--- src/rtl/mul_config.svh ---
`ifndef MUL_CONFIG_SVH
`define MUL_CONFIG_SVH

// Multiplier datapath
`define MUL_OPERAND_W 8
`define MUL_ROW_W 14

// AXI4-Lite slave
`define MUL_AXI_ADDR_W 4
`define MUL_AXI_DATA_W 32

// Register byte offsets
`define MUL_REG_OPERANDS 4'h0
`define MUL_REG_RESULT 4'h4

`endif

--- src/rtl/mul_pkg.sv ---
`default_nettype none

`include "mul_config.svh"

package mul_pkg;

    typedef logic [`MUL_OPERAND_W-1:0] operand_t;

    // Full product, twice the operand width
    typedef logic [2*`MUL_OPERAND_W-1:0] product_t;

    // One of the two rows left after the Dadda reduction
    typedef logic [`MUL_ROW_W-1:0] row_t;

    typedef enum logic [1:0] {
        OKAY   = 2'b00,
        SLVERR = 2'b10
    } axil_resp_t;

endpackage

`default_nettype wire

--- src/rtl/dadda_reduce.sv ---
`timescale 1ns/100ps
`default_nettype none

`include "mul_config.svh"

module dadda_reduce import mul_pkg::*; (
    input  wire operand_t op_a,
    input  wire operand_t op_b,
    output row_t          row_a,
    output row_t          row_b,
    output logic          lsb
);

    wire [`MUL_OPERAND_W-1:0] pp [`MUL_OPERAND_W];
    wire [42:1]               s;
    wire [42:1]               c;

    // Returns {carry, sum}
    function automatic logic [1:0] ha(input logic x, input logic y);
        return {x & y, x ^ y};
    endfunction

    function automatic logic [1:0] fa(input logic x, input logic y, input logic z);
        return {(x & y) | (x & z) | (y & z), x ^ y ^ z};
    endfunction

    // Row i is operand b gated by bit i of operand a, weight of pp[i][j] is i+j
    for (genvar i = 0; i < `MUL_OPERAND_W; i++) begin : g_pp
        assign pp[i] = op_a[i] ? op_b : '0;
    end

    // Stage 1 brings the tallest columns down to height 6
    assign {c[1], s[1]}   = ha(pp[0][6], pp[1][5]);
    assign {c[2], s[2]}   = fa(pp[1][6], pp[2][5], pp[0][7]);
    assign {c[3], s[3]}   = ha(pp[3][4], pp[4][3]);
    assign {c[4], s[4]}   = fa(pp[2][6], pp[3][5], pp[1][7]);
    assign {c[5], s[5]}   = ha(pp[4][4], pp[5][3]);
    assign {c[6], s[6]}   = fa(pp[3][6], pp[4][5], pp[2][7]);

    // Stage 2, height 4
    assign {c[7], s[7]}   = ha(pp[0][4], pp[1][3]);
    assign {c[8], s[8]}   = fa(pp[1][4], pp[2][3], pp[0][5]);
    assign {c[9], s[9]}   = ha(pp[3][2], pp[4][1]);
    assign {c[10], s[10]} = fa(pp[3][3], pp[4][2], pp[2][4]);
    assign {c[11], s[11]} = fa(pp[6][0], s[1], pp[5][1]);
    assign {c[12], s[12]} = fa(pp[6][1], pp[7][0], pp[5][2]);
    assign {c[13], s[13]} = fa(s[2], s[3], c[1]);
    assign {c[14], s[14]} = fa(pp[7][1], c[2], pp[6][2]);
    assign {c[15], s[15]} = fa(s[4], s[5], c[3]);
    assign {c[16], s[16]} = fa(pp[6][3], pp[7][2], pp[5][4]);
    assign {c[17], s[17]} = fa(c[5], s[6], c[4]);
    assign {c[18], s[18]} = fa(pp[4][6], pp[5][5], pp[3][7]);
    assign {c[19], s[19]} = fa(pp[7][3], c[6], pp[6][4]);
    assign {c[20], s[20]} = fa(pp[5][6], pp[6][5], pp[4][7]);

    // Stage 3, height 3
    assign {c[21], s[21]} = ha(pp[0][3], pp[1][2]);
    assign {c[22], s[22]} = fa(pp[3][1], pp[4][0], pp[2][2]);
    assign {c[23], s[23]} = fa(c[7], s[8], pp[5][0]);
    assign {c[24], s[24]} = fa(c[9], s[10], c[8]);
    assign {c[25], s[25]} = fa(c[11], s[12], c[10]);
    assign {c[26], s[26]} = fa(c[13], s[14], c[12]);
    assign {c[27], s[27]} = fa(c[15], s[16], c[14]);
    assign {c[28], s[28]} = fa(c[17], s[18], c[16]);
    assign {c[29], s[29]} = fa(c[18], c[19], pp[7][4]);
    assign {c[30], s[30]} = fa(pp[6][6], pp[7][5], pp[5][7]);

    // Stage 4 leaves two bits in every column from weight 1 to 14
    assign {c[31], s[31]} = ha(pp[0][2], pp[1][1]);
    assign {c[32], s[32]} = fa(pp[3][0], s[21], pp[2][1]);
    assign {c[33], s[33]} = fa(c[21], s[22], s[7]);
    assign {c[34], s[34]} = fa(c[22], s[23], s[9]);
    assign {c[35], s[35]} = fa(c[23], s[24], s[11]);
    assign {c[36], s[36]} = fa(c[24], s[25], s[13]);
    assign {c[37], s[37]} = fa(c[25], s[26], s[15]);
    assign {c[38], s[38]} = fa(c[26], s[27], s[17]);
    assign {c[39], s[39]} = fa(c[27], s[28], s[19]);
    assign {c[40], s[40]} = fa(c[28], s[29], s[20]);
    assign {c[41], s[41]} = fa(c[29], s[30], c[20]);
    assign {c[42], s[42]} = fa(pp[7][6], c[30], pp[6][7]);

    // Row bit k carries weight k+1, so the adder sees plain LSB-first rows
    assign row_a = {pp[7][7], c[41:31], pp[2][0], pp[0][1]};
    assign row_b = {c[42], s[42:31], pp[1][0]};
    assign lsb   = pp[0][0];   // Weight 0 has a single bit and skips the adder

endmodule

`default_nettype wire

--- src/rtl/kogge_stone_adder.sv ---
`timescale 1ns/100ps
`default_nettype none

`include "mul_config.svh"

module kogge_stone_adder #(
    parameter int WIDTH = `MUL_ROW_W
) (
    input  wire [WIDTH-1:0] in1,
    input  wire [WIDTH-1:0] in2,
    output wire [WIDTH-1:0] sum,
    output wire             cout
);

    localparam int LEVELS = $clog2(WIDTH);

    // Group generate and propagate after each prefix level
    wire [WIDTH-1:0] g_lvl [0:LEVELS];
    wire [WIDTH-1:0] p_lvl [0:LEVELS];
    wire [WIDTH:0]   carry;

    assign g_lvl[0] = in1 & in2;
    assign p_lvl[0] = in1 ^ in2;

    for (genvar l = 1; l <= LEVELS; l++) begin : g_level
        localparam int DIST = 1 << (l - 1);

        for (genvar i = 0; i < WIDTH; i++) begin : g_bit
            if (i >= 2 * DIST) begin : g_black
                // Lower group does not reach bit 0 yet, so propagate is still needed
                assign g_lvl[l][i] = g_lvl[l-1][i] | (p_lvl[l-1][i] & g_lvl[l-1][i-DIST]);
                assign p_lvl[l][i] = p_lvl[l-1][i] & p_lvl[l-1][i-DIST];
            end else if (i >= DIST) begin : g_gray
                // Group now spans down to bit 0 and its generate is the final carry
                assign g_lvl[l][i] = g_lvl[l-1][i] | (p_lvl[l-1][i] & g_lvl[l-1][i-DIST]);
                assign p_lvl[l][i] = 1'b0;
            end else begin : g_pass
                assign g_lvl[l][i] = g_lvl[l-1][i];
                assign p_lvl[l][i] = p_lvl[l-1][i];
            end
        end
    end

    assign carry = {g_lvl[LEVELS], 1'b0};   // Carry-in is zero

    assign sum  = p_lvl[0] ^ carry[WIDTH-1:0];
    assign cout = carry[WIDTH];

endmodule

`default_nettype wire

--- src/rtl/mul_pipe.sv ---
`timescale 1ns/100ps
`default_nettype none

`include "mul_config.svh"

module mul_pipe import mul_pkg::*; (
    input  wire           aclk,
    input  wire           arst_n,
    input  wire           start,
    input  wire operand_t op_a,
    input  wire operand_t op_b,
    output product_t      product,
    output logic          result_valid,
    output logic          idle
);

    row_t row_a;
    row_t row_b;
    logic lsb;
    row_t s1_row_a;
    row_t s1_row_b;
    logic s1_lsb;
    logic s1_valid;
    logic s2_valid;
    row_t sum;
    logic cout;

    dadda_reduce u_dadda (
        .op_a  (op_a),
        .op_b  (op_b),
        .row_a (row_a),
        .row_b (row_b),
        .lsb   (lsb)
    );

    kogge_stone_adder #(
        .WIDTH (`MUL_ROW_W)
    ) u_adder (
        .in1  (s1_row_a),
        .in2  (s1_row_b),
        .sum  (sum),
        .cout (cout)
    );

    always_ff @(posedge aclk or negedge arst_n) begin
        if (!arst_n) begin
            s1_valid <= 1'b0;
            s2_valid <= 1'b0;
        end else begin
            s1_valid <= start;
            s2_valid <= s1_valid;
        end
    end

    always_ff @(posedge aclk) begin
        s1_row_a <= row_a;
        s1_row_b <= row_b;
        s1_lsb   <= lsb;
        product  <= {cout, sum, s1_lsb};   // Adder carry is the top product bit
    end

    assign result_valid = s2_valid;
    assign idle         = !s1_valid && !s2_valid;

endmodule

`default_nettype wire

--- src/rtl/mul_axil_regs.sv ---
`timescale 1ns/100ps
`default_nettype none

`include "mul_config.svh"

module mul_axil_regs import mul_pkg::*; (
    input  wire                         aclk,
    input  wire                         arst_n,
    input  wire [`MUL_AXI_ADDR_W-1:0]   awaddr,
    input  wire                         awvalid,
    output logic                        awready,
    input  wire [`MUL_AXI_DATA_W-1:0]   wdata,
    input  wire [`MUL_AXI_DATA_W/8-1:0] wstrb,
    input  wire                         wvalid,
    output logic                        wready,
    output axil_resp_t                  bresp,
    output logic                        bvalid,
    input  wire                         bready,
    input  wire [`MUL_AXI_ADDR_W-1:0]   araddr,
    input  wire                         arvalid,
    output logic                        arready,
    output logic [`MUL_AXI_DATA_W-1:0]  rdata,
    output axil_resp_t                  rresp,
    output logic                        rvalid,
    input  wire                         rready,
    output logic                        start,
    output operand_t                    op_a,
    output operand_t                    op_b,
    input  wire product_t               product,
    input  wire                         result_valid,
    input  wire                         idle
);

    localparam int PAD_W = `MUL_AXI_DATA_W - 2 * `MUL_OPERAND_W;

    logic                       wr_hs;
    logic                       rd_hs;
    product_t                   result_q;
    logic                       done_q;
    logic [`MUL_AXI_DATA_W-1:0] rd_word;
    axil_resp_t                 rd_resp;

    // Address and data are taken together, only while no response is pending
    assign wr_hs   = awvalid && wvalid && !bvalid;
    assign awready = wr_hs;
    assign wready  = wr_hs;

    assign arready = !rvalid;
    assign rd_hs   = arvalid && arready;

    always_ff @(posedge aclk or negedge arst_n) begin
        if (!arst_n) begin
            bvalid <= 1'b0;
            bresp  <= OKAY;
            start  <= 1'b0;
            op_a   <= '0;
            op_b   <= '0;
        end else begin
            start <= 1'b0;
            if (wr_hs) begin
                bvalid <= 1'b1;
                if (awaddr == `MUL_REG_OPERANDS) begin
                    bresp <= OKAY;
                    start <= 1'b1;   // Launch with the operands as updated here
                    if (wstrb[0])
                        op_a <= wdata[`MUL_OPERAND_W-1:0];
                    if (wstrb[1])
                        op_b <= wdata[2*`MUL_OPERAND_W-1:`MUL_OPERAND_W];
                end else begin
                    bresp <= SLVERR;
                end
            end else if (bready) begin
                bvalid <= 1'b0;
            end
        end
    end

    // done_q marks a captured product with no start since, idle hides it while a
    // newer operation is still in the pipeline
    always_ff @(posedge aclk or negedge arst_n) begin
        if (!arst_n) begin
            result_q <= '0;
            done_q   <= 1'b0;
        end else begin
            if (result_valid)
                result_q <= product;
            if (start)
                done_q <= 1'b0;
            else if (result_valid)
                done_q <= 1'b1;
        end
    end

    always_comb begin
        rd_word = '0;
        rd_resp = OKAY;
        case (araddr)
            `MUL_REG_OPERANDS: rd_word = {{PAD_W{1'b0}}, op_b, op_a};
            `MUL_REG_RESULT:   rd_word = {{(PAD_W-1){1'b0}}, done_q && idle, result_q};
            default:           rd_resp = SLVERR;
        endcase
    end

    always_ff @(posedge aclk or negedge arst_n) begin
        if (!arst_n) begin
            rvalid <= 1'b0;
            rresp  <= OKAY;
        end else if (rd_hs) begin
            rvalid <= 1'b1;
            rresp  <= rd_resp;
        end else if (rready) begin
            rvalid <= 1'b0;
        end
    end

    always_ff @(posedge aclk) begin
        if (rd_hs)
            rdata <= rd_word;
    end

endmodule

`default_nettype wire

--- src/rtl/mul_axil_top.sv ---
`timescale 1ns/100ps
`default_nettype none

`include "mul_config.svh"

module mul_axil_top (
    input  wire                         aclk,
    input  wire                         arst_n,
    input  wire [`MUL_AXI_ADDR_W-1:0]   awaddr,
    input  wire                         awvalid,
    output wire                         awready,
    input  wire [`MUL_AXI_DATA_W-1:0]   wdata,
    input  wire [`MUL_AXI_DATA_W/8-1:0] wstrb,
    input  wire                         wvalid,
    output wire                         wready,
    output wire [1:0]                   bresp,
    output wire                         bvalid,
    input  wire                         bready,
    input  wire [`MUL_AXI_ADDR_W-1:0]   araddr,
    input  wire                         arvalid,
    output wire                         arready,
    output wire [`MUL_AXI_DATA_W-1:0]   rdata,
    output wire [1:0]                   rresp,
    output wire                         rvalid,
    input  wire                         rready
);

    wire                          start;
    wire [`MUL_OPERAND_W-1:0]     op_a;
    wire [`MUL_OPERAND_W-1:0]     op_b;
    wire [2*`MUL_OPERAND_W-1:0]   product;
    wire                          result_valid;
    wire                          idle;

    mul_axil_regs u_regs (
        .aclk         (aclk),
        .arst_n       (arst_n),
        .awaddr       (awaddr),
        .awvalid      (awvalid),
        .awready      (awready),
        .wdata        (wdata),
        .wstrb        (wstrb),
        .wvalid       (wvalid),
        .wready       (wready),
        .bresp        (bresp),
        .bvalid       (bvalid),
        .bready       (bready),
        .araddr       (araddr),
        .arvalid      (arvalid),
        .arready      (arready),
        .rdata        (rdata),
        .rresp        (rresp),
        .rvalid       (rvalid),
        .rready       (rready),
        .start        (start),
        .op_a         (op_a),
        .op_b         (op_b),
        .product      (product),
        .result_valid (result_valid),
        .idle         (idle)
    );

    mul_pipe u_pipe (
        .aclk         (aclk),
        .arst_n       (arst_n),
        .start        (start),
        .op_a         (op_a),
        .op_b         (op_b),
        .product      (product),
        .result_valid (result_valid),
        .idle         (idle)
    );

endmodule

`default_nettype wire

--- config.mk ---
export PLATFORM = sky130hd
export DESIGN_NAME = mul_axil_top
export DESIGN_NICKNAME = d
export VERILOG_FILES = /design/src/rtl/mul_pkg.sv /design/src/rtl/dadda_reduce.sv /design/src/rtl/kogge_stone_adder.sv /design/src/rtl/mul_pipe.sv /design/src/rtl/mul_axil_regs.sv /design/src/rtl/mul_axil_top.sv
export VERILOG_INCLUDE_DIRS = /design/src /design/src/rtl
export SDC_FILE = /design/constraint.sdc
export NUM_CORES = 1
export LEC_CHECK = 0
export BUFFER_PORTS_ARGS = -buffer_cell sky130_fd_sc_hd__buf_2
export CORE_ASPECT_RATIO = 0.8
export CORE_MARGIN = 10
export CORE_UTILIZATION = 50
export DETAILED_ROUTE_END_ITERATION = 10
export GPL_ROUTABILITY_DRIVEN = 0
export GPL_TIMING_DRIVEN = 0
export MAX_ROUTING_LAYER = met4
export PLACE_DENSITY = 0.76
export SYNTH_ARGS = -nofsm -noshare
export SYNTH_HDL_FRONTEND = slang
export SYNTH_HIERARCHICAL = 1
export SYNTH_SLANG_ARGS = --single-unit
export TNS_END_PERCENT = 5
--- constraint.sdc ---
create_clock -name aclk -period 2.46 [get_ports aclk]
set_input_delay 0.369 -clock aclk [delete_from_list [all_inputs] [get_ports aclk]]
set_output_delay 0.369 -clock aclk [all_outputs]
set_load 0.01 [all_outputs]
==> summary.md, run 1 <==
| Metric | Value |
|---|---|
| Sink Count | `between 100 and 150` |
| Reg2reg start | `u_regs/op_b[7]` |
| Remaining antenna violation count | `0` |
| Horiz. Die Dim | `133 um` |
| R2R setup slack | `-0.08 ns` |
| Vias in the first global route | `3,509` |
| Max IR drop VDD | `between 0.3 and 0.4 mV` |
| Die height | `110 um` |
| Final HPWL DP | `7.60 mm` |
| Syn Area/Cell | `around 12 sq um` |
| Fin worst setup slack | `-0.0754 ns` |
| CTS max path bufs | `2` |
| Tmin final | `2.54 ns` |
| Finished Core Util | `0.623` |
| Total CTS buffers | `9` |
| # H-tree levels | `3` |
| Clk_skew | `around 0.0065 ns` |
| Clk slew on worst S/H paths | `roughly 0.07 ns` |
| CP startpoint kind | `register` |
| Routed vias | `3,223` |
| Num ports | `92` |
| RSZ-0062 raised after global routing | `true` |
| Worst skew pair latency | `0.35 ns` |
| Mapped Area | `5110 sq um` |
| Root Buffer Master | `clkbuf_16` |
| CP endpoint kind | `register` |
| GR Util All Layers | `0.148` |
| Full die area | `14,700 sq um` |
| Slew HR | `0.396` |
| Row cnt | `32` |
| Worst Tran Pin Value | `0.906 ns` |
| RR Endpoint | `u_pipe/s1_row_b[9]` |
| CP required | `~2.7 ns` |
| Final hold vios | `0` |
| Cts hold-fix bufs | `0` |
| Status | `finished, violations left` |
| Critical path peak fanout | `4` |
| Fmax | `394 MHz` |
| Flops & latches, synth | `102` |
| Core area | `roughly 10000 sq um` |
| Fin crit share | `1.03` |
| Initial core utilization | `0.521` |
| DRT Pass-1 Iters | `4` |
| Initial antenna violation count | `0` |
| Syn. warnings | `6` |
| Tightest Hold Check Type | `input port to async pin` |
| Drt initial violations | `160` |
| Avg WL per Cell | `around 16 um` |
| Number of port buffers | `56` |
| Final setup fails | `3` |
| Final Power | `3.90 mW` |
| Syn-to-layout area delta | `19.7%` |
| PD cells | `637 nW/um^2` |
| R2R depth | `9` |
| Failing checks | `setup timing` |
| Max Cap Viol | `0` |
| Yosys cell types | `roughly 40` |
| CP Data Arrival Time | `2.76 ns` |
| Kind of critical path | `register to register` |
| Largest net degree at the start of global routing | `41` |
| N_diodes | `0` |
| DR DRC count | `0` |
| Vias per cell | `roughly 5.0` |
| Inst Count DP | `621` |
| LEAKAGE | `between 3 and 4 nW` |
| Post-synthesis sequential area ratio | `0.472` |
| Final wirelength | `10.4 mm` |
| FILL cells | `794` |
| Mapped Cells | `413` |
| Layout cells sized above 1 | `0.370` |
| CTS tree | `built` |
| First-pass GRT wire length | `17.2 mm` |
| Fin Hold WS | `0.153 ns` |
| Non-filler cells, final | `650` |
| Grt ovf | `0` |
| Slew Limit Fails | `0` |
| Layout Nets | `~620` |
-- critical path, cell delays in order (launching register included) --
cell	delay (ns)
dfrtp_2	0.44
buf_6	0.12
nand2_2	0.05
fa_1	0.47
inv_1	0.05
fa_2	0.33
inv_2	0.06
fa_1	0.42
inv_2	0.08
fa_2	0.41
-- synth_stat cells --
cell       instances  area share
dfrtp_1           40        0.20
a31oi_1            1      0.0012
or2_2              1      0.0012
a2111oi_2          1      0.0029
a21boi_1           1      0.0015
a22o_1            16       0.027
nand4_1            1      0.0012
and3b_1            1      0.0017
and3_1             4      0.0049
buf_2              6      0.0059
nand4b_1           1      0.0017
nor2b_1            1      0.0012
ha_1              21       0.051
nand3_2            2      0.0039
buf_4             18       0.026
nor4_4             2      0.0083
nor2_1            10      0.0073
and2_2             4      0.0059
conb_1             1     0.00073
or3_1              1      0.0012
edfxtp_1          17        0.10
a221o_1            1      0.0020
nor3_1             2      0.0020
o311ai_1           1      0.0017
xor2_1             3      0.0051
inv_1             34       0.025
a21o_1             9       0.013
nand2b_1           2      0.0024
o31a_1             1      0.0017
nand2_1           22       0.016
dfxtp_1           45        0.18
o211ai_1           1      0.0015
a311oi_1           1      0.0017
o21ai_0            3      0.0029
a21oi_1           13       0.013
mux2_2            32       0.071
and2_1            46       0.056
o21ai_1            3      0.0029
xnor2_1            7       0.012
fa_1              36        0.14
nand3_1            1     0.00098
-- cell type report --
cell class                 instances  area [sq um]  share of cell area
buffer                            24           165              0.0270
clock buffer                      10           239              0.0391
clock inverter                     6          73.8              0.0121
inverter                          34           128              0.0209
multi-input combinational        269          2520               0.412
sequential                       102          2430               0.398
tap                              136           170              0.0278
timing repair buffer              69           389              0.0636
-- worst max path at each step --
stage	end	slack (ns)	startpoint
after floorplan	u_pipe/s1_row_b[9]	-0.05	u_regs/op_a[2]
after global routing	u_pipe/s1_row_b[8]	-0.17	u_regs/op_b[6]
after global placement	u_pipe/s1_row_b[9]	-0.28	u_regs/op_a[2]
after CTS	u_pipe/s1_row_b[8]	-0.06	u_regs/op_b[7]
final	u_pipe/s1_row_b[9]	-0.08	u_regs/op_b[7]
after detailed placement	u_pipe/s1_row_b[9]	-0.32	u_regs/op_b[7]
-- registers in the layout (all words and copies together) (netlist names), 8 cells and up --
name / cells
u_pipe/s1_row_a: 14
u_regs/op_b: 8
u_pipe/s1_row_b: 14
u_pipe/product: 16
u_regs/rdata: 17
u_regs/op_a: 8
u_regs/result_q: 16
-- cell usage in the layout (no fill, tap or decap), types with 2 or more instances in the layout --
master and n:
buf_2 62, dfxtp_1 45, and2_1 42, mux2_2 32, fa_1 30, buf_4 28, inv_1 28, dfrtp_1 24
ha_1 20, conb_1 17, edfxtp_1 17, nand2_1 16, a22o_1 16, dfrtp_2 16, a21oi_1 13, nor2_1 10
clkbuf_16 9, a21o_1 9, xnor2_1 7, nand2_2 6, inv_2 6, fa_2 6, and3_1 4, and2_2 4
and2_4 4, buf_6 3, o21ai_1 3, xor2_1 3, o21ai_0 3, inv_6 2, clkinvlp_4 2, nand2b_1 2
nor3_1 2, nor4_4 2, nand3_2 2
-- routing by layer --
metal / GRT usage / vias to the layer above / share of wire
li1: - / 1539 / -
met2: 0.228 / 101 / 0.47
met5: - / - / 0
met1: 0.182 / 1571 / 0.45
met4: 0.0328 / 0 / 0.011
met3: 0.0552 / 12 / 0.074
-- power by group --
part           internal [mW]  leakage (nW)  switching (mW)
registers               1.85          1.05           0.115
clock network          0.830         0.148           0.625
logic                  0.224          1.86           0.254
-- per-stage QoR --
step	area, sq um	setup TNS, ns	setup slack [ns]
6_report	6120	-0.180	-0.0754
3_5_place_dp	5630	-1.62	-0.318
3_3_place_gp	5630	-1.11	-0.280
2_1_floorplan	5180	-0.0962	-0.0537
5_1_grt	6120	-0.542	-0.166
4_1_cts	6060	-0.137	-0.0605
-- repair_timing --
item,4_1_cts,5_1_grt
setup buffers,11,2
gates resized for setup,26,13
setup endpoints to repair,10,9
pin swaps,12,9
-- cell families after synthesis --
family / count (synthesis) / share of synthesized area
AO/OA/AOI/OAI: 52 / 0.0734
buffers and inverters: 58 / 0.0573
XOR/XNOR: 10 / 0.0171
flip-flops: 102 / 0.472
multiplexers: 32 / 0.0705
adder cells (fa/ha/maj): 57 / 0.192
AND/OR/NAND/NOR: 101 / 0.117
other: 1 / 0.000734
(Power assumes the default switching activity.)
==> run 2: changes to the inputs <==
SKIP_LAST_GASP = 1   (was default)
==> run 2 against run 1 <==
Compared with the run above:
- final area is 0.88% lower
- core utilization is 0.55 points lower
- the run still ends with setup timing left
- clock skew is 0.00055 ns lower
- critical endpoint is now u_pipe/s1_row_b[7]
- critical path type unchanged
- fmax is 0.51% higher
- sequential power hardly changed
- via count is 0.62% higher
==> summary.md, run 2 (synthesis gave the netlist of run 1 again) <==
| Metric | Value |
|---|---|
| Syn-to-layout area delta | `18.6%` |
| Failing checks | `setup timing` |
| Kind of critical path | `register to register` |
| # H-tree levels | `3 (unchanged)` |
| First-pass GRT wire length | `17.3 mm (about the same)` |
| Vias per cell | `5.00 (+0.78%)` |
| Commonest non-fill, non-tap cell in the layout | `buf_2` |
| Max IR drop VDD | `0.419 mV (+11%)` |
| Initial core utilization | `0.521 (unchanged)` |
| LEAKAGE | `3.06 nW (about the same)` |
| Final wirelength | `10.3 mm (-1.2%)` |
| CTS tree | `built` |
| Finished Cell Area | `6060 sq um (-0.88%)` |
| CP endpoint kind | `register` |
| Tmin final | `2.52 ns (-0.0130 ns)` |
| Status | `finished, violations left` |
| Fin crit share | `1.03 (-0.00527)` |
| R2R depth | `6 (-3)` |
| Finished Core Util | `0.618 (-0.00548)` |
| Clk slew on worst S/H paths | `0.07 ns (about the same)` |
| Avg WL per Cell | `15.8 um (-1.1%)` |
| Slew Limit Fails | `0 (unchanged)` |
| Initial antenna violation count | `1 (+1)` |
| Worst skew pair latency | `0.35 ns (about the same)` |
| Core area | `9810 sq um (unchanged)` |
| Clk_skew | `0.00592 ns (-0.000552 ns)` |
| CP Data Arrival Time | `2.75 ns (about the same)` |
| PD cells | `640 nW/um^2 (+0.47%)` |
| Layout Nets | `616 (-0.16%)` |
| Root Buffer Master | `clkbuf_16` |
| Fmax | `396 MHz (+0.51%)` |
| Die height | `110 um (unchanged)` |
| N_diodes | `0 (unchanged)` |
| CP startpoint kind | `register` |
| Num ports | `92 (unchanged)` |
| Final HPWL DP | `7.60 mm (unchanged)` |
| Worst Tran Pin Value | `0.916 ns (+0.0102 ns)` |
| Tightest Hold Check Type | `input port to async pin` |
| Slew HR | `0.389 (-0.00677)` |
| Fin worst setup slack | `-0.0625 ns (+0.0130 ns)` |
| Critical Path Max Stage Delay | `0.53 ns (+0.06 ns)` |
| Post-DP Area | `5630 sq um (unchanged)` |
| Critical path peak fanout | `7 (+3)` |
| Drt initial violations | `173 (+8.1%)` |
| Most frequent cells in the layout | `buf_2 (62), and2_1 (46), dfxtp_1 (45)` |
| Final setup fails | `6 (+3)` |
| Reg2reg start | `u_regs/op_b[5]` |
| DR DRC count | `0 (unchanged)` |
| CP required | `2.69 ns (about the same)` |
| Max FFs per register | `17 (unchanged)` |
| Slowest-stage cell, CP | `fa_1` |
| Vias in the first global route | `3,514 (+0.14%)` |
| Top reg by flops | `u_regs/rdata` |
| Largest net degree at the start of global routing | `41 (unchanged)` |
| Horiz. Die Dim | `133 um (unchanged)` |
| Sink Count | `102 (unchanged)` |
| Total CTS buffers | `9 (unchanged)` |
| Final hold vios | `0 (unchanged)` |
| Full die area | `14,700 sq um (unchanged)` |
| Crit path buffers/inverters | `1 (-3)` |
| Remaining antenna violation count | `0 (unchanged)` |
| Grt ovf | `0 (unchanged)` |
| R2R setup slack | `-0.06 ns (about the same)` |
| CTS max path bufs | `2 (unchanged)` |
| Max Cap Viol | `0 (unchanged)` |
| RR Endpoint | `u_pipe/s1_row_b[7]` |
| Routed vias | `3,243 (+0.62%)` |
| Critical path's most frequent cell | `fa_1` |
| Top Registers | `u_regs/rdata (17), u_pipe/product (16), u_regs/result_q (16)` |
| RSZ-0062 raised after global routing | `true` |
| DRT Pass-1 Iters | `4 (unchanged)` |
| Top delay family on crit path | `adder cells` |
| GR Util All Layers | `0.148 (about the same)` |
| Critical path cell sequence | `nand2_1 -> fa_2 -> fa_1 -> fa_1 -> inv_1 -> fa_1` |
| Number of port buffers | `56 (unchanged)` |
| Layout cells sized above 1 | `0.341 (-0.0285)` |
| Row cnt | `32 (unchanged)` |
[run 2: cell count changes in the layout (fill, tap and decap cells not counted), moves of 2 or more]
cell	before	now
buf_6	3	0
and2_4	4	0
buf_4	28	30
and2_1	42	46
inv_1	28	30
dfrtp_2	16	12
fa_2	6	4
dfrtp_1	24	28
inv_2	6	4
fa_1	30	32
[run 2: cell type report]
cell class              instances  area, sq um
clock inverters                 6         73.8
flip-flops and latches        102         2430
plain buffers                  24          165
inverters                      34          128
well taps                     136          170
repair buffers                 68          370
fillers                       793         3750
multi-input cells             269         2490
clock buffers                  10          239
[run 2: metrics by stage]
step | setup TNS [ns] | power (mW) | worst slack [ns] | cells | hold slack [ns]
after floorplan | -0.0962 | 2.22 | -0.0537 | 429 | 0.0734
after detailed placement | -1.62 | 2.41 | -0.318 | 621 | 0.327
final | -0.226 | 3.88 | -0.0625 | 649 | 0.158
after global placement | -1.11 | 2.39 | -0.280 | 621 | 0.312
after CTS | -0.231 | 3.91 | -0.0606 | 648 | 0.186
after global routing | -0.908 | 4.06 | -0.140 | 649 | 0.228
[run 2: how the worst max path moves through the flow]
stage	cells after the start	start	end
floorplan	8	u_regs/op_a[2]	u_pipe/s1_row_b[9]
global placement	8	u_regs/op_a[2]	u_pipe/s1_row_b[9]
detailed placement	8	u_regs/op_b[7]	u_pipe/s1_row_b[9]
CTS	8	u_regs/op_b[7]	u_pipe/s1_row_b[8]
global route	8	u_regs/op_b[6]	u_pipe/s1_row_b[8]
finish	6	u_regs/op_b[5]	u_pipe/s1_row_b[7]
[run 2: what timing repair did]
item | CTS | global route
setup endpoints to repair | 10 | 10
hold buffers | 0 | 0
pin swaps | 9 | 4
buffers inserted | 11 | 1
resized for setup | 19 | 3
[run 2: per-layer routing]
metal	up-vias	routed length [um]	global-route usage
met4	0	104	0.0349
met2	109	4710	0.227
li1	1535	-	-
met1	1587	4690	0.182
met5	-	0	-
met3	12	764	0.0565
[run 2: power by group]
| part | internal (mW) | total (mW) | switching (mW) | leakage [nW] |
|---|---|---|---|---|
| registers | 1.85 | 1.96 | 0.113 | 1.05 |
| clock network | 0.830 | 1.45 | 0.625 | 0.148 |
| logic | 0.215 | 0.465 | 0.250 | 1.86 |
==> run 3: changes to the inputs <==
CELL_PAD_IN_SITES_DETAIL_PLACEMENT = 1   (was default)
CELL_PAD_IN_SITES_GLOBAL_PLACEMENT = 2   (was default)
CORE_MARGIN = default   (was 10)
CORE_UTILIZATION = 34   (was 50)
PLACE_DENSITY = default   (was 0.76)
PLACE_DENSITY_LB_ADDON = 0.1   (was default)
==> run 3 against run 2 <==
Compared with the run above:
- the run ends with DRC, setup timing left
- setup slack improved by 0.012 ns
- clock-buffer cell count unchanged
- fmax increased by 0.47%
- critical path depth grew 2
- power shrank 0.85%
- die area rose by 5.7%
- largest power group unchanged
==> summary.md, run 3 (synthesis gave the netlist of run 1 again) <==
| Metric | Value |
|---|---|
| Clk_skew | `0.00870 ns (+0.00278 ns)` |
| Layout Nets | `621 (+0.81%)` |
| Clk slew on worst S/H paths | `0.07 ns (about the same)` |
| Num ports | `92 (unchanged)` |
| Final HPWL DP | `8.36 mm (+10%)` |
| Slowest-stage cell, CP | `fa_2` |
| Number of port buffers | `56 (unchanged)` |
| Worst Tran Pin Value | `0.947 ns (+0.0310 ns)` |
| Avg WL per Cell | `16.5 um (+4.0%)` |
| Fin crit share | `1.02 (-0.00485)` |
| Cts hold-fix bufs | `0 (unchanged)` |
| M1 GR Usage | `0.221 (+0.0394)` |
| Core area | `14,500 sq um (+48%)` |
| Slew Limit Fails | `0 (unchanged)` |
| Met2 Use GR | `0.262 (+0.0351)` |
| Largest net degree at the start of global routing | `41 (unchanged)` |
| Slew HR | `0.368 (-0.0207)` |
| N_diodes | `0 (unchanged)` |
| CP required | `2.69 ns (about the same)` |
| Sink Count | `102 (unchanged)` |
| Total CTS buffers | `9 (unchanged)` |
| PD cells | `623 nW/um^2 (-2.6%)` |
| Most frequent cells in the layout | `buf_2 (62), and2_1 (46), dfxtp_1 (45)` |
| Layout cells sized above 1 | `0.363 (+0.0218)` |
| Fmax | `398 MHz (+0.47%)` |
| Routed vias | `3,227 (-0.49%)` |
| FILL cells | `1,562 (+97%)` |
| CTS max path bufs | `2 (unchanged)` |
| Syn-to-layout area delta | `20.8%` |
| Drt initial violations | `91 (-47%)` |
| Vias per cell | `4.60 (-8.0%)` |
| Commonest non-fill, non-tap cell in the layout | `buf_2` |
| Tmin final | `2.51 ns (-0.0119 ns)` |
| GRT busiest layer | `met2` |
| Root Buffer Master | `clkbuf_16` |
| GR Util All Layers | `0.168 (+0.0202)` |
| Top delay family on crit path | `adder cells` |
| Critical Path Max Stage Delay | `0.53 ns (about the same)` |
| Max Cap Viol | `0 (unchanged)` |
| Top Registers | `u_regs/rdata (17), u_pipe/product (16), u_regs/result_q (16)` |
| Final setup fails | `4 (-2)` |
| Max FFs per register | `17 (unchanged)` |
| Final hold vios | `0 (unchanged)` |
| Remaining antenna violation count | `0 (unchanged)` |
| Failing checks | `DRC, setup timing` |
| Grt ovf | `0 (unchanged)` |
| Max IR drop VDD | `0.343 mV (-18%)` |
| Finished Core Util | `0.426 (-0.192)` |
| Die height | `112 um (+1.1%)` |
| Full die area | `15,500 sq um (+5.7%)` |
| First-pass GRT wire length | `19.1 mm (+11%)` |
| # H-tree levels | `3 (unchanged)` |
| Kind of critical path | `register to register` |
| Top reg by flops | `u_regs/rdata` |
| Fin Hold WS | `0.142 ns (-0.0160 ns)` |
| Final wirelength | `11.6 mm (+12%)` |
| CP Data Arrival Time | `2.74 ns (about the same)` |
| LEAKAGE | `3.07 nW (+0.25%)` |
| CP endpoint kind | `register` |
| Status | `finished, violations left` |
| CP startpoint kind | `register` |
| RSZ-0062 raised after global routing | `true` |
| Crit path buffers/inverters | `3 (+2)` |
| DRT Pass-1 Iters | `9 (+5)` |
| Tightest Hold Check Type | `input port to async pin` |
| Critical path cell sequence | `nand2_2 -> fa_2 -> inv_1 -> fa_2 -> inv_2 -> fa_1 -> inv_1 -> fa_1` |
| DR DRC count | `6 (+6)` |
| Grt met3 use | `0.0361 (-0.0204)` |
| Initial core utilization | `0.353 (-0.168)` |
| Worst skew pair latency | `0.35 ns (about the same)` |
| Vias in the first global route | `3,537 (+0.65%)` |
| CTS tree | `built` |
| Fin worst setup slack | `-0.0506 ns (+0.0119 ns)` |
| Row cnt | `39 (+22%)` |
| Critical path peak fanout | `7 (unchanged)` |
| Horiz. Die Dim | `139 um (+4.5%)` |
| Initial antenna violation count | `0 (-1)` |
-- run 3: changes by cell type in the layout (fill, tap and decap cells not counted), sizes merged --
cell      change
clkinvlp      -1
buf           +5
clkinv        +2
bufinv        -1
-- run 3: worst paths after layout --
path / from / end / slack (ns) / cells past startpoint
max in group asynchronous: arst_n / u_regs/op_b[7] / 1.64 / 1
hold / removal: arst_n / u_regs/result_q[15] / 0.14 / 1
setup reg to reg: u_regs/op_b[5] / u_pipe/s1_row_b[7] / -0.05 / 8
setup / recovery: u_regs/op_b[5] / u_pipe/s1_row_b[7] / -0.05 / 8
hold reg to reg: u_pipe/s1_lsb / u_pipe/product[0] / 0.33 / 0
min in group aclk: rready / u_regs/rvalid / 0.20 / 2
-- run 3: per-stage QoR --
step	power (mW)	area (sq um)	setup TNS, ns	instances	setup slack, ns
2_1_floorplan	2.22	5180	-0.0962	429	-0.0537
3_3_place_gp	2.43	5690	-2.09	669	-0.388
3_5_place_dp	2.44	5690	-2.31	669	-0.398
4_1_cts	3.90	6160	-0.195	701	-0.0428
5_1_grt	4.04	6170	-0.753	702	-0.138
6_report	3.85	6170	-0.138	702	-0.0506
-- run 3: cell type report --
cell class,instances,area (sq um),share of cell area
buffer,24,165,0.0268
clock buffer,10,239,0.0387
clock inverter,6,50.0,0.00811
inverter,34,128,0.0207
multi-input combinational,269,2520,0.408
sequential,102,2430,0.394
tap,184,230,0.0373
timing repair buffer,73,412,0.0667
-- run 3: power by group --
part	switching [mW]	internal, mW	total (mW)
clock network	0.654	0.728	1.38
logic	0.265	0.228	0.494
registers	0.124	1.85	1.97
total	1.04	2.80	3.85
-- run 3: layer usage --
metal / share of wire / vias to the layer above
li1: - / 1543
met1: 0.49 / 1608
met2: 0.45 / 66
met3: 0.043 / 10
met4: 0.012 / 0
met5: 0 / -
-- run 3: what timing repair did --
action	in CTS	in global routing
pin swaps	7	7
buffers inserted	16	1
resized for setup	26	5
endpoints found under the setup margin	13	10
